`src/gb_cpu_common_pkg.sv`:
```
package gb_cpu_common_pkg;

    // 8-bit register codes, 0 to 7 follow the SM83 r field
    localparam logic [3:0] REG_B    = 4'd0;
    localparam logic [3:0] REG_C    = 4'd1;
    localparam logic [3:0] REG_D    = 4'd2;
    localparam logic [3:0] REG_E    = 4'd3;
    localparam logic [3:0] REG_H    = 4'd4;
    localparam logic [3:0] REG_L    = 4'd5;
    localparam logic [3:0] REG_A    = 4'd7;
    // Codes outside the r field
    localparam logic [3:0] REG_F    = 4'd8;
    localparam logic [3:0] REG_SP_H = 4'd9;
    localparam logic [3:0] REG_SP_L = 4'd10;
    // No 8-bit write at all
    localparam logic [3:0] REG_NONE = 4'd15;

    // r field value that names (HL) in memory
    localparam logic [2:0] R_HL_IND = 3'd6;

    // 16-bit pairs, same as the opcode p field
    localparam logic [1:0] PAIR_BC = 2'd0;
    localparam logic [1:0] PAIR_DE = 2'd1;
    localparam logic [1:0] PAIR_HL = 2'd2;
    localparam logic [1:0] PAIR_SP = 2'd3;

    // ALU operations, same as the opcode y field
    localparam logic [2:0] ALU_ADD = 3'd0;
    localparam logic [2:0] ALU_ADC = 3'd1;
    localparam logic [2:0] ALU_SUB = 3'd2;
    localparam logic [2:0] ALU_SBC = 3'd3;
    localparam logic [2:0] ALU_AND = 3'd4;
    localparam logic [2:0] ALU_XOR = 3'd5;
    localparam logic [2:0] ALU_OR  = 3'd6;
    localparam logic [2:0] ALU_CP  = 3'd7;

    // Bit positions in the flag nibble, F keeps it in bits 7:4
    localparam int FLAG_Z = 3;
    localparam int FLAG_N = 2;
    localparam int FLAG_H = 1;
    localparam int FLAG_C = 0;

    // Register contents after the boot ROM hands over
    localparam logic [7:0]  RESET_A  = 8'h01;
    localparam logic [7:0]  RESET_F  = 8'hB0;
    localparam logic [7:0]  RESET_B  = 8'h00;
    localparam logic [7:0]  RESET_C  = 8'h13;
    localparam logic [7:0]  RESET_D  = 8'h00;
    localparam logic [7:0]  RESET_E  = 8'hD8;
    localparam logic [7:0]  RESET_H  = 8'h01;
    localparam logic [7:0]  RESET_L  = 8'h4D;
    localparam logic [15:0] RESET_SP = 16'hFFFE;
    localparam logic [15:0] RESET_PC = 16'h0100;

    // Opcode split as x y z
    typedef struct packed {
        logic [1:0] x;
        logic [2:0] y;
        logic [2:0] z;
    } opcode_xyz_t;

    // Same byte with y split into p and q
    typedef struct packed {
        logic [1:0] x;
        logic [1:0] p;
        logic       q;
        logic [2:0] z;
    } opcode_xpqz_t;

    typedef union packed {
        opcode_xyz_t  xyz;
        opcode_xpqz_t xpqz;
    } opcode_t;

endpackage

```
`src/gb_cpu_alu.sv`:
```
module gb_cpu_alu (
    input  logic        clk,
    input  logic        reset,
    input  logic        dec_valid,
    input  logic        dec_alu,
    input  logic        dec_load,
    input  logic        dec_inc16,
    input  logic        dec_dec16,
    input  logic        dec_illegal,
    input  logic        dec_use_imm,
    input  logic [2:0]  dec_alu_op,
    input  logic [3:0]  dec_src,
    input  logic [3:0]  dec_dst,
    input  logic [1:0]  dec_pair,
    input  logic [1:0]  dec_len,
    input  logic [7:0]  dec_imm,
    input  logic [7:0]  a,
    input  logic [7:0]  f,
    input  logic [7:0]  b,
    input  logic [7:0]  c,
    input  logic [7:0]  d,
    input  logic [7:0]  e,
    input  logic [7:0]  h,
    input  logic [7:0]  l,
    input  logic [15:0] sp,
    output logic        ex_valid,
    output logic        ex_illegal,
    output logic        wr16_en,
    output logic        flags_en,
    output logic [3:0]  wr8_reg,
    output logic [7:0]  wr8_data,
    output logic [3:0]  flags,
    output logic [1:0]  wr16_pair,
    output logic [15:0] wr16_data,
    output logic [1:0]  ex_len
);

    logic [7:0]  reg_val;
    logic [7:0]  operand;
    logic [7:0]  result;
    logic [3:0]  flags_next;
    logic        carry_in;
    logic [4:0]  half;
    logic [8:0]  full;
    logic [15:0] pair_val;
    logic [15:0] pair_step;

    // Source register read
    always_comb begin
        case (dec_src)
            gb_cpu_common_pkg::REG_B: reg_val = b;
            gb_cpu_common_pkg::REG_C: reg_val = c;
            gb_cpu_common_pkg::REG_D: reg_val = d;
            gb_cpu_common_pkg::REG_E: reg_val = e;
            gb_cpu_common_pkg::REG_H: reg_val = h;
            gb_cpu_common_pkg::REG_L: reg_val = l;
            gb_cpu_common_pkg::REG_A: reg_val = a;
            default:                  reg_val = 8'h00;
        endcase
    end

    assign operand = dec_use_imm ? dec_imm : reg_val;

    always_comb begin
        // Only ADC and SBC take the old carry
        carry_in = (dec_alu_op == gb_cpu_common_pkg::ALU_ADC
                    || dec_alu_op == gb_cpu_common_pkg::ALU_SBC)
                   && f[4 + gb_cpu_common_pkg::FLAG_C];
        half       = 5'd0;
        full       = 9'd0;
        result     = a;
        flags_next = 4'h0;
        case (dec_alu_op)
            gb_cpu_common_pkg::ALU_ADD, gb_cpu_common_pkg::ALU_ADC: begin
                half = {1'b0, a[3:0]} + {1'b0, operand[3:0]} + 5'(carry_in);
                full = {1'b0, a} + {1'b0, operand} + 9'(carry_in);
            end
            gb_cpu_common_pkg::ALU_SUB, gb_cpu_common_pkg::ALU_SBC,
            gb_cpu_common_pkg::ALU_CP: begin
                // Bit 4 and bit 8 come out as borrows
                half = {1'b0, a[3:0]} - {1'b0, operand[3:0]} - 5'(carry_in);
                full = {1'b0, a} - {1'b0, operand} - 9'(carry_in);
                flags_next[gb_cpu_common_pkg::FLAG_N] = 1'b1;
            end
            gb_cpu_common_pkg::ALU_AND: begin
                result = a & operand;
                flags_next[gb_cpu_common_pkg::FLAG_H] = 1'b1;
            end
            gb_cpu_common_pkg::ALU_XOR: result = a ^ operand;
            gb_cpu_common_pkg::ALU_OR:  result = a | operand;
            default:                    result = a;
        endcase
        if (dec_alu_op < gb_cpu_common_pkg::ALU_AND || dec_alu_op == gb_cpu_common_pkg::ALU_CP) begin
            result = full[7:0];
            flags_next[gb_cpu_common_pkg::FLAG_H] = half[4];
            flags_next[gb_cpu_common_pkg::FLAG_C] = full[8];
        end
        flags_next[gb_cpu_common_pkg::FLAG_Z] = result == 8'h00;
    end

    // 16-bit step wraps on its own
    always_comb begin
        case (dec_pair)
            gb_cpu_common_pkg::PAIR_BC: pair_val = {b, c};
            gb_cpu_common_pkg::PAIR_DE: pair_val = {d, e};
            gb_cpu_common_pkg::PAIR_HL: pair_val = {h, l};
            default:                    pair_val = sp;
        endcase
    end

    assign pair_step = dec_dec16 ? pair_val - 16'd1 : pair_val + 16'd1;

    always_ff @(posedge clk) begin
        if (reset)
            ex_valid <= 1'b0;
        else
            ex_valid <= dec_valid;
    end

    always_ff @(posedge clk) begin
        if (dec_valid) begin
            ex_illegal <= dec_illegal;
            ex_len     <= dec_len;
            flags_en   <= dec_alu;
            flags      <= flags_next;
            wr16_en    <= dec_inc16 || dec_dec16;
            wr16_pair  <= dec_pair;
            wr16_data  <= pair_step;
            wr8_data   <= dec_alu ? result : operand;
            // CP keeps A and only updates F
            if (dec_load || (dec_alu && dec_alu_op != gb_cpu_common_pkg::ALU_CP))
                wr8_reg <= dec_dst;
            else
                wr8_reg <= gb_cpu_common_pkg::REG_NONE;
        end
    end

    // A result carries either an 8-bit write or a pair write
    assert property (@(posedge clk) disable iff (reset)
        ex_valid |-> !(wr8_reg != gb_cpu_common_pkg::REG_NONE && wr16_en));

endmodule

```
`src/gb_cpu_core.sv`:
```
module gb_cpu_core (
    input  logic                       clk,
    input  logic                       reset,
    input  logic                       instr_req,
    input  gb_cpu_common_pkg::opcode_t opcode,
    input  logic [7:0]                 imm,
    output logic                       instr_ack,
    output logic                       illegal,
    output logic [7:0]                 a,
    output logic [7:0]                 f,
    output logic [7:0]                 b,
    output logic [7:0]                 c,
    output logic [7:0]                 d,
    output logic [7:0]                 e,
    output logic [7:0]                 h,
    output logic [7:0]                 l,
    output logic [15:0]                sp,
    output logic [15:0]                pc
);

    // Decode to execute
    logic        dec_valid;
    logic        dec_alu;
    logic        dec_load;
    logic        dec_inc16;
    logic        dec_dec16;
    logic        dec_illegal;
    logic        dec_use_imm;
    logic [2:0]  dec_alu_op;
    logic [3:0]  dec_src;
    logic [3:0]  dec_dst;
    logic [1:0]  dec_pair;
    logic [1:0]  dec_len;
    logic [7:0]  dec_imm;

    // Execute to register file
    logic        ex_valid;
    logic        ex_illegal;
    logic        wr16_en;
    logic        flags_en;
    logic [3:0]  wr8_reg;
    logic [7:0]  wr8_data;
    logic [3:0]  flags;
    logic [1:0]  wr16_pair;
    logic [15:0] wr16_data;
    logic [1:0]  ex_len;

    gb_cpu_decode i_gb_cpu_decode (
        .clk, .reset, .instr_req, .instr_ack, .opcode, .imm,
        .dec_valid, .dec_alu, .dec_load, .dec_inc16, .dec_dec16, .dec_illegal,
        .dec_use_imm, .dec_alu_op, .dec_src, .dec_dst, .dec_pair, .dec_len, .dec_imm
    );

    // Operands come straight from the register file outputs
    gb_cpu_alu i_gb_cpu_alu (
        .clk, .reset,
        .dec_valid, .dec_alu, .dec_load, .dec_inc16, .dec_dec16, .dec_illegal,
        .dec_use_imm, .dec_alu_op, .dec_src, .dec_dst, .dec_pair, .dec_len, .dec_imm,
        .a, .f, .b, .c, .d, .e, .h, .l, .sp,
        .ex_valid, .ex_illegal, .wr16_en, .flags_en, .wr8_reg, .wr8_data,
        .flags, .wr16_pair, .wr16_data, .ex_len
    );

    gb_cpu_regfile i_gb_cpu_regfile (
        .clk, .reset, .instr_req,
        .ex_valid, .ex_illegal, .wr8_reg, .wr8_data, .flags_en, .flags,
        .wr16_en, .wr16_pair, .wr16_data, .ex_len,
        .instr_ack, .illegal,
        .a, .f, .b, .c, .d, .e, .h, .l, .sp, .pc
    );

endmodule

```
`src/gb_cpu_decode.sv`:
```
module gb_cpu_decode (
    input  logic                       clk,
    input  logic                       reset,
    input  logic                       instr_req,
    input  logic                       instr_ack,
    input  gb_cpu_common_pkg::opcode_t opcode,
    input  logic [7:0]                 imm,
    output logic                       dec_valid,
    output logic                       dec_alu,
    output logic                       dec_load,
    output logic                       dec_inc16,
    output logic                       dec_dec16,
    output logic                       dec_illegal,
    output logic                       dec_use_imm,
    output logic [2:0]                 dec_alu_op,
    output logic [3:0]                 dec_src,
    output logic [3:0]                 dec_dst,
    output logic [1:0]                 dec_pair,
    output logic [1:0]                 dec_len,
    output logic [7:0]                 dec_imm
);

    // Set from acceptance until the handshake has closed
    logic busy;
    logic accept;

    // Classification of the byte on the port
    logic       c_alu;
    logic       c_load;
    logic       c_inc16;
    logic       c_dec16;
    logic       c_use_imm;
    logic       c_hl_ref;
    logic       c_illegal;
    logic [3:0] c_src;
    logic [3:0] c_dst;

    assign accept = instr_req && !busy;

    always_comb begin
        c_alu     = 1'b0;
        c_load    = 1'b0;
        c_inc16   = 1'b0;
        c_dec16   = 1'b0;
        c_use_imm = 1'b0;
        case (opcode.xyz.x)
            2'd0: begin
                if (opcode.xyz.z == 3'd6) begin
                    // LD r,n
                    c_load    = 1'b1;
                    c_use_imm = 1'b1;
                end else if (opcode.xpqz.z == 3'd3) begin
                    // q picks DEC over INC
                    c_inc16 = !opcode.xpqz.q;
                    c_dec16 = opcode.xpqz.q;
                end
            end
            // LD r,r', 76h falls out through the r field check
            2'd1: c_load = 1'b1;
            // ALU A,r
            2'd2: c_alu = 1'b1;
            default: begin
                // ALU A,n
                c_alu     = opcode.xyz.z == 3'd6;
                c_use_imm = opcode.xyz.z == 3'd6;
            end
        endcase

        // Any (HL) operand needs the memory path
        c_hl_ref = ((c_load || c_alu) && !c_use_imm && opcode.xyz.z == gb_cpu_common_pkg::R_HL_IND)
                   || (c_load && opcode.xyz.y == gb_cpu_common_pkg::R_HL_IND);
        c_illegal = c_hl_ref || !(c_alu || c_load || c_inc16 || c_dec16);

        c_src = c_use_imm ? gb_cpu_common_pkg::REG_NONE : {1'b0, opcode.xyz.z};
        if (c_alu)
            c_dst = gb_cpu_common_pkg::REG_A;
        else if (c_load && !c_illegal)
            c_dst = {1'b0, opcode.xyz.y};
        else
            c_dst = gb_cpu_common_pkg::REG_NONE;
    end

    always_ff @(posedge clk) begin
        if (reset) begin
            busy      <= 1'b0;
            dec_valid <= 1'b0;
        end else begin
            dec_valid <= accept;
            if (accept)
                busy <= 1'b1;
            else if (instr_ack && !instr_req)
                busy <= 1'b0;
        end
    end

    // Fields are held until the next acceptance
    always_ff @(posedge clk) begin
        if (accept) begin
            dec_alu     <= c_alu && !c_illegal;
            dec_load    <= c_load && !c_illegal;
            dec_inc16   <= c_inc16;
            dec_dec16   <= c_dec16;
            dec_illegal <= c_illegal;
            dec_use_imm <= c_use_imm;
            dec_alu_op  <= opcode.xyz.y;
            dec_src     <= c_src;
            dec_dst     <= c_dst;
            dec_pair    <= opcode.xpqz.p;
            dec_len     <= c_use_imm ? 2'd2 : 2'd1;
            dec_imm     <= imm;
        end
    end

    // Execute gets exactly one kind of work, or none when illegal
    assert property (@(posedge clk) disable iff (reset)
        dec_valid |-> $onehot({dec_alu, dec_load, dec_inc16, dec_dec16, dec_illegal}));

endmodule

```
`src/gb_cpu_regfile.sv`:
```
module gb_cpu_regfile (
    input  logic        clk,
    input  logic        reset,
    input  logic        instr_req,
    input  logic        ex_valid,
    input  logic        ex_illegal,
    input  logic [3:0]  wr8_reg,
    input  logic [7:0]  wr8_data,
    input  logic        flags_en,
    input  logic [3:0]  flags,
    input  logic        wr16_en,
    input  logic [1:0]  wr16_pair,
    input  logic [15:0] wr16_data,
    input  logic [1:0]  ex_len,
    output logic        instr_ack,
    output logic        illegal,
    output logic [7:0]  a,
    output logic [7:0]  f,
    output logic [7:0]  b,
    output logic [7:0]  c,
    output logic [7:0]  d,
    output logic [7:0]  e,
    output logic [7:0]  h,
    output logic [7:0]  l,
    output logic [15:0] sp,
    output logic [15:0] pc
);

    // Write strobes for a legal result
    logic       commit;
    logic       wr8_go;
    logic       wr16_go;
    // Pair write split into two 8-bit codes
    logic [3:0] wr16_hi;
    logic [3:0] wr16_lo;

    assign commit  = ex_valid && !ex_illegal;
    assign wr8_go  = commit && wr8_reg != gb_cpu_common_pkg::REG_NONE;
    assign wr16_go = commit && wr16_en;

    always_comb begin
        case (wr16_pair)
            gb_cpu_common_pkg::PAIR_BC: begin
                wr16_hi = gb_cpu_common_pkg::REG_B;
                wr16_lo = gb_cpu_common_pkg::REG_C;
            end
            gb_cpu_common_pkg::PAIR_DE: begin
                wr16_hi = gb_cpu_common_pkg::REG_D;
                wr16_lo = gb_cpu_common_pkg::REG_E;
            end
            gb_cpu_common_pkg::PAIR_HL: begin
                wr16_hi = gb_cpu_common_pkg::REG_H;
                wr16_lo = gb_cpu_common_pkg::REG_L;
            end
            default: begin
                wr16_hi = gb_cpu_common_pkg::REG_SP_H;
                wr16_lo = gb_cpu_common_pkg::REG_SP_L;
            end
        endcase
    end

    // Fixed priority, the 8-bit write wins over the pair write
    function automatic logic [7:0] next8(input logic [7:0] cur, input logic [3:0] code);
        logic [7:0] val;
        val = cur;
        if (wr16_go && code == wr16_lo)
            val = wr16_data[7:0];
        if (wr16_go && code == wr16_hi)
            val = wr16_data[15:8];
        if (wr8_go && code == wr8_reg)
            val = wr8_data;
        return val;
    endfunction

    always_ff @(posedge clk) begin
        if (reset) begin
            a  <= gb_cpu_common_pkg::RESET_A;
            f  <= gb_cpu_common_pkg::RESET_F;
            b  <= gb_cpu_common_pkg::RESET_B;
            c  <= gb_cpu_common_pkg::RESET_C;
            d  <= gb_cpu_common_pkg::RESET_D;
            e  <= gb_cpu_common_pkg::RESET_E;
            h  <= gb_cpu_common_pkg::RESET_H;
            l  <= gb_cpu_common_pkg::RESET_L;
            sp <= gb_cpu_common_pkg::RESET_SP;
            pc <= gb_cpu_common_pkg::RESET_PC;
        end else begin
            a  <= next8(a, gb_cpu_common_pkg::REG_A);
            b  <= next8(b, gb_cpu_common_pkg::REG_B);
            c  <= next8(c, gb_cpu_common_pkg::REG_C);
            d  <= next8(d, gb_cpu_common_pkg::REG_D);
            e  <= next8(e, gb_cpu_common_pkg::REG_E);
            h  <= next8(h, gb_cpu_common_pkg::REG_H);
            l  <= next8(l, gb_cpu_common_pkg::REG_L);
            sp <= {next8(sp[15:8], gb_cpu_common_pkg::REG_SP_H),
                   next8(sp[7:0], gb_cpu_common_pkg::REG_SP_L)};
            // Low nibble of F stays zero
            if (wr8_go && wr8_reg == gb_cpu_common_pkg::REG_F)
                f <= {wr8_data[7:4], 4'h0};
            else if (commit && flags_en)
                f <= {flags, 4'h0};
            // Illegal opcodes leave PC where it was
            if (commit)
                pc <= pc + {14'd0, ex_len};
        end
    end

    // Ack rises with the write and drops once the request is gone
    always_ff @(posedge clk) begin
        if (reset) begin
            instr_ack <= 1'b0;
            illegal   <= 1'b0;
        end else if (ex_valid) begin
            instr_ack <= 1'b1;
            illegal   <= ex_illegal;
        end else if (!instr_req) begin
            instr_ack <= 1'b0;
            illegal   <= 1'b0;
        end
    end

    // Four-phase order on the outside port
    assert property (@(posedge clk) disable iff (reset)
        $fell(instr_ack) |-> !$past(instr_req));

    // Decode holds off until the previous handshake has closed
    assert property (@(posedge clk) disable iff (reset)
        ex_valid |-> !instr_ack);

endmodule

```
`config.mk`:
```
export PLATFORM = sky130hd
export DESIGN_NAME = gb_cpu_core
export DESIGN_NICKNAME = d
export VERILOG_FILES = /design/src/gb_cpu_common_pkg.sv /design/src/gb_cpu_alu.sv /design/src/gb_cpu_core.sv /design/src/gb_cpu_decode.sv /design/src/gb_cpu_regfile.sv
export SDC_FILE = /design/constraint.sdc
export NUM_CORES = 1
export LEC_CHECK = 0
export BUFFER_PORTS_ARGS = -buffer_cell sky130_fd_sc_hd__buf_2
export CAP_MARGIN = 20
export CORE_ASPECT_RATIO = 1.5
export CORE_MARGIN = 2
export CORE_UTILIZATION = 50
export CTS_CLUSTER_SIZE = 28
export DETAILED_ROUTE_END_ITERATION = 7
export PLACE_DENSITY = 0.7
export SKIP_LAST_GASP = 1
export SLEW_MARGIN = 20
export SYNTH_ARGS = -nofsm -noshare
export SYNTH_HDL_FRONTEND = slang
export SYNTH_SLANG_ARGS = --single-unit
```
`constraint.sdc`:
```
create_clock -name clk -period 5.75 [get_ports clk]
set_clock_uncertainty 0.1 [all_clocks]
set_input_delay 0.2875 -clock clk [delete_from_list [all_inputs] [get_ports clk]]
set_output_delay 0.2875 -clock clk [all_outputs]
set_load 0.03 [all_outputs]
```
Word level (Yosys, flattened, before mapping)
Cells that the tools add are included.
{"block": "word_totals", "ff_bits": 165, "input_bits": 19, "out_inout_bits": 98, "elab_cells": 249}
{"block": "op_classes", "addsub": 11, "order_cmp": 1, "eq_ne": 50, "mux": 61, "bitwise_logic": 4, "reduce_logical": 82}
{"operator": "2-to-1 mux 8 bit", "count": 32}
{"operator": "case mux 8 bit (7 select lines)", "count": 1}
{"operator": "case mux 16 bit (3 select lines)", "count": 1}
{"operator": "logical AND 1 bit", "count": 41}
{"operator": "equality test 3 x 4 -> 1 bit (first input constant)", "count": 9}
{"operator": "nonzero test 3 bit", "count": 9}
{"operator": "equality test 2 x 4 -> 1 bit (first input constant)", "count": 6}
{"operator": "equality test 4 bit (first input constant)", "count": 6}
{"operator": "case mux 4 bit (3 select lines)", "count": 2}
{"operator": "case mux 8 bit (3 select lines)", "count": 1}
{"operator": "equality test 3 bit (second input constant)", "count": 6}
{"operator": "case mux 9 bit (2 select lines)", "count": 1}
{"operator": "adder 16 x 1 -> 16 bit (second input constant)", "count": 1}
{"operator": "adder 16 x 2 -> 16 bit", "count": 1}
{"operator": "zero test 4 bit", "count": 4}
{"operator": "2-to-1 mux 16 bit", "count": 1}
{"operator": "subtractor 16 x 1 -> 16 bit (second input constant)", "count": 1}
{"operator": "2-to-1 mux 1 bit", "count": 14}
{"operator": "equality test 1 x 4 -> 1 bit (first input constant)", "count": 3}
{"operator": "equality test 4 x 3 -> 1 bit (second input constant)", "count": 3}
{"operator": "case mux 5 bit (2 select lines)", "count": 1}
{"operator": "adder 8 x 8 -> 9 bit", "count": 1}
{"operator": "adder 9 x 1 -> 9 bit", "count": 1}
{"operator": "equality test 3 x 2 -> 1 bit (second input constant)", "count": 3}
{"operator": "other kinds (31)", "count": 60}

Depth between registers and ports, before layout
{"block": "depth", "ltp_word": 12, "mapped_depth": 17, "ltp_nobuf": 15}

Cells and area by module
Synthesis repeated with hierarchy kept, for this count alone.
{"block": "unflattened", "cells_unflattened": 1027, "hier_area_um2": 9529.1}
{"mod": "gb_cpu_regfile", "instances": 1, "cells_per_inst": 536, "area_per_inst_um2": 4271.6, "seq_area_each_um2": 1881.8}
{"mod": "gb_cpu_alu", "instances": 1, "cells_per_inst": 422, "area_per_inst_um2": 4182.8, "seq_area_each_um2": 1191.1}
{"mod": "gb_cpu_decode", "instances": 1, "cells_per_inst": 69, "area_per_inst_um2": 1074.8, "seq_area_each_um2": 790.8}

Worst setup path before layout
Ideal clock, no wire load.
{"block": "synth_path", "kind": "register to register", "startpoint": "reg i_gb_cpu_decode.dec_src[1]", "endpoint": "reg i_gb_cpu_alu.flags[3] (data pin)", "setup_time_ns": 0.170, "arrival_ns": 3.385, "required_ns": 5.480, "path_slack_ns": 2.096, "path_stages_with_launch": 18, "path_buffers": 2, "synth_period_minus_slack_ns": 3.654, "cell_sequence": "edfxtp_1 buf_2 buf_2 nand2_1 nor2_1 a21oi_1 o22a_1 o21ai_0 inv_1 fa_1 inv_1 fa_1 nor3b_1 a211oi_2 xnor2_1 a222oi_1 or4_1 nor4_2"}
{"block": "synth_between", "elab_chain_len": 8, "word_cells_on_any_way": 20, "classes_between": "add/sub: 4; eq/ne: 6; mux: 5; bitwise: 3; reduce/logical: 2"}
{"item": "start: declaration", "line_no": "gb_cpu_decode.sv:16", "text": "output logic [3:0] dec_src,"}
{"item": "start signal: assignment", "line_no": "gb_cpu_decode.sv:106", "text": "dec_src <= c_src;"}
{"item": "equality test 4 x 3 -> 1 bit (tied with other cells)", "line_no": "gb_cpu_alu.sv:50", "text": "case (dec_src)"}
{"item": "case mux 8 bit (7 select lines) (*)", "line_no": "gb_cpu_alu.sv:50"}
{"item": "2-to-1 mux 8 bit (*)", "line_no": "gb_cpu_alu.sv:62", "text": "assign operand = dec_use_imm ? dec_imm : reg_val;"}
{"item": "subtractor 8 x 8 -> 9 bit or adder 8 x 8 -> 9 bit (tied branches)", "line_no": "gb_cpu_alu.sv:82, gb_cpu_alu.sv:76"}
{"item": "subtractor 9 x 1 -> 9 bit or adder 9 x 1 -> 9 bit (tied branches)", "line_no": "gb_cpu_alu.sv:82, gb_cpu_alu.sv:76"}
{"item": "case mux 9 bit (2 select lines)", "line_no": "gb_cpu_alu.sv:73", "text": "case (dec_alu_op)"}
{"item": "2-to-1 mux 8 bit (*)", "line_no": "gb_cpu_alu.sv:93", "text": "if (dec_alu_op < gb_cpu_common_pkg::ALU_AND || dec_alu_op == gb_cpu_common_pkg::ALU_CP) begin"}
{"item": "zero test 8 bit (*)", "line_no": "gb_cpu_alu.sv:98", "text": "flags_next[gb_cpu_common_pkg::FLAG_Z] = result == 8'h00;"}
{"item": "named net i_gb_cpu_alu.flags_next[3]", "line_no": "gb_cpu_alu.sv:41", "text": "logic [3:0] flags_next;"}
{"item": "end signal: assignment", "line_no": "gb_cpu_alu.sv:125", "text": "flags <= flags_next;"}
{"item": "end: declaration", "line_no": "gb_cpu_alu.sv:32", "text": "output logic [3:0] flags,"}
Mark *: on every way through the listed nets, which the timed path passes. The rest lies on a longest branch.
A chain may end at the register's enable or synchronous reset.

Final worst setup path
{"block": "layout_path", "startpoint": "reg i_gb_cpu_decode.dec_src[2]", "endpoint": "reg i_gb_cpu_alu.flags[3] (data pin)"}
The elaborated chain is that of the path after synthesis.

==> flow_summary.yaml <==
timing:
  rsz0062_at_grt: "false"
  hold_viol_final: 0
  setup_viol: 0
  tightest_slew_ps: 1070
  final_max_slew_viol_count: 0
  hold_slack_ps: 60.4
  fin_ws_ps: 1330
  fmax_mhz: 226
  max_slew_margin: 0.287
  tns_ps: 0
  fin_crit_sh: 0.769
  fin_crit_ps: 4420
logic_synthesis:
  synth-seq-cells: 161
  syn-cell-area_um2: 9700
  synthTopCellsByArea: "dfxtp_1 20%, edfxtp_1 20%, mux2i_1 7.2%"
  ys.flop_type: "dfxtp_1"
  synth_cell_types: 78
  netlist_instances: 1011
  yosys.area.top_type_share: 0.200
  synth-edff-count: 64
  yosys.area.top_type: "dfxtp_1"
  ys_async_sr_fraction: 0
  synth_common_cells: "100 x nand2_1, 100 x nor2_1, 97 x dfxtp_1, 70 x mux2i_1, 64 x edfxtp_1"
  syn_area_per_cell_um2: 9.59
  yosysSeqAreaShare: 0.398
  ys_warn_count: 0
place:
  dpl-instance-area_um2: 10400
  dp_slack_ps: 1410
  place_hpwl_mm: 19.8
  place.gp.congestion: 0.941
  portBuffers: 112
worst_setup_path:
  reg2reg_to: "i_gb_cpu_alu.flags[3]"
  regToRegSetupSlack_ps: 1330
  rr_startpoint: "i_gb_cpu_decode.dec_src[2]"
  criticalPathCategory: "reg -> reg"
  rr_worst_depth: 13
  required_ps: 5920
  arrival_ps: 4590
  cp_max_fo: 18
  crit_start: "i_gb_cpu_decode.dec_src[2]"
  end_kind: "register"
  cp-start-kind: "register"
layout:
  regArea_um2: 3870
  multi_input_area_um2: 5380
  syn2layout_area_growth_pct: 14.1
  fin_area_um2: 11100
  n_fill_cell: 1704
  final_nets: 1181
  drive_above_1_share: 0.196
  top_regs: "i_gb_cpu_alu.wr16_data: 16 flops, i_gb_cpu_regfile.pc: 16 flops, i_gb_cpu_regfile.sp: 16 flops"
  antennaDiodeCount: 0
drt:
  ant_nets: 0
  via_count: 8102
  drt_iter0_markers: 586
  wire_per_inst_um: 20.1
  first_pass_iters: 5
  drc: 0
  via_per_inst: 5.89
  finalWirelength_mm: 27.7
floorplan:
  io_pins: 117
  die_h_um: 175
  row_count: 62
  coreArea_um2: 19100
  die_x_um: 118
  start_util: 0.508
  die-area_um2: 20600
clock_tree:
  cts_sinks: 161
  cts_tree: "built"
  clock_path_buffers: 2
  clkTransAtPathRegs_ps: 70
  clock_latency_ps: 440
  ctsHtreeMaxLevel: 4
  numCtsBuffers: 17
  root_buffer: "clkbuf_16"
pwr:
  power_leakage_nw: 4.47
  ir_drop_mv: 0.208
  power.density_nw_per_um2: 247
grt:
  grt_first_pass_wirelength_mm: 42.6
  grt_usage: 0.270
  grt_pass1_vias: 7814
  antenna_found_initial: 0
  grt_max_degree: 98
  overflow: 0
job:
  max_cap_violations: 0
hold_path:
  whs_path_depth: 2
  min_path_type: "in -> reg"
  worstHoldStart: "opcode[0]"
  hold_end: "i_gb_cpu_decode.dec_src[0]"
outcome:
  status: "finished clean"
kinds of logic (layout without fill, tap and decap cells):
| group | after synthesis | count (layout) | share of synthesized area |
|---|---|---|---|
| and+or+nand+nor | 350 | 350 | 0.176 |
| other | 1 | 4 | 0.000387 |
| DFF | 161 | 161 | 0.398 |
| adders and majority gates | 56 | 56 | 0.0769 |
| AOI/OAI and AO/OA | 195 | 195 | 0.134 |
| xor gates and xnor gates | 34 | 34 | 0.0307 |
| buffers and inverters | 109 | 214 | 0.0494 |
| muxes | 105 | 105 | 0.135 |
layout make-up:
type	count	share of cell area
multi-input combinational	744	0.486
sequential	161	0.349
clock buffer	19	0.0391
timing repair buffer	135	0.0694
tap	256	0.0289
clock inverter	13	0.0118
inverter	47	0.0159
placed cells by master, fill, tap and decap left out, types with 14 or more instances in the layout:
cell type,synthesis,routed
buf_2,19,112
nor2_1,100,100
nand2_1,100,100
dfxtp_1,97,96
mux2i_1,70,70
edfxtp_1,64,64
o21ai_0,54,54
ha_1,50,50
inv_1,47,47
a211oi_1,44,44
a21oi_1,35,35
nand3_1,31,31
nand2b_1,28,28
mux4_2,18,18
xnor2_1,18,18
clkbuf_16,0,17
nor2b_1,17,16
xor2_1,16,16
or2_2,15,15
mux2_2,14,14
dlygate4sd3_1,0,14
worst max-delay path, cell delays in order (launching register included):
cell      delay, ps
edfxtp_1        830
and2b_1         310
nor2b_1         170
a32oi_1         180
o21ai_0          90
a211oi_1        470
inv_1           210
fa_1            440
nor3b_1         160
a211oi_2        280
xnor2_1         160
a222oi_1        100
or4_1           580
nor4_2          160
power by group:
| group | total (W) | switching, W | internal [W] |
|---|---|---|---|
| clock | 0.00110 | 0.000495 | 0.000604 |
| sequential | 0.00129 | 0.0000597 | 0.00123 |
| combinational | 0.000342 | 0.000191 | 0.000150 |
stage by stage:
| step | utilization | cells | total power [W] |
|---|---|---|---|
| after global placement | 0.543 | 1329 | 0.00163 |
| after global routing | 0.580 | 1375 | 0.00282 |
| after CTS | 0.580 | 1375 | 0.00274 |
| after floorplan | - | 1014 | 0.00155 |
| final | 0.580 | 1375 | 0.00273 |
| after detailed placement | 0.543 | 1329 | 0.00164 |
repair_timing:
item	4_1_cts	5_1_grt
buffers inserted	0	0
hold buffers	14	0
gates resized for setup	0	0
endpoints found under the hold margin	14	0
routing by layer:
metal	routed length [um]	vias up	part of all wire	global-route usage
met2	13800	309	0.50	0.465
met3	1520	88	0.055	0.0493
met1	10900	3897	0.40	0.315
met4	1410	0	0.051	0.154
li1	-	3808	-	-
met5	0	-	0	0
worst max path at each step:
stage / slack, ps / to / depth (start not counted)
6_report: 1330 / i_gb_cpu_alu.flags[3] / 13
3_3_place_gp: 1520 / i_gb_cpu_alu.flags[3] / 13
4_1_cts: 1370 / i_gb_cpu_alu.flags[3] / 13
5_1_grt: 1000 / i_gb_cpu_alu.flags[3] / 13
2_1_floorplan: 2100 / i_gb_cpu_alu.flags[3] / 17
3_5_place_dp: 1410 / i_gb_cpu_alu.flags[3] / 13
(Power assumes the default switching activity.)
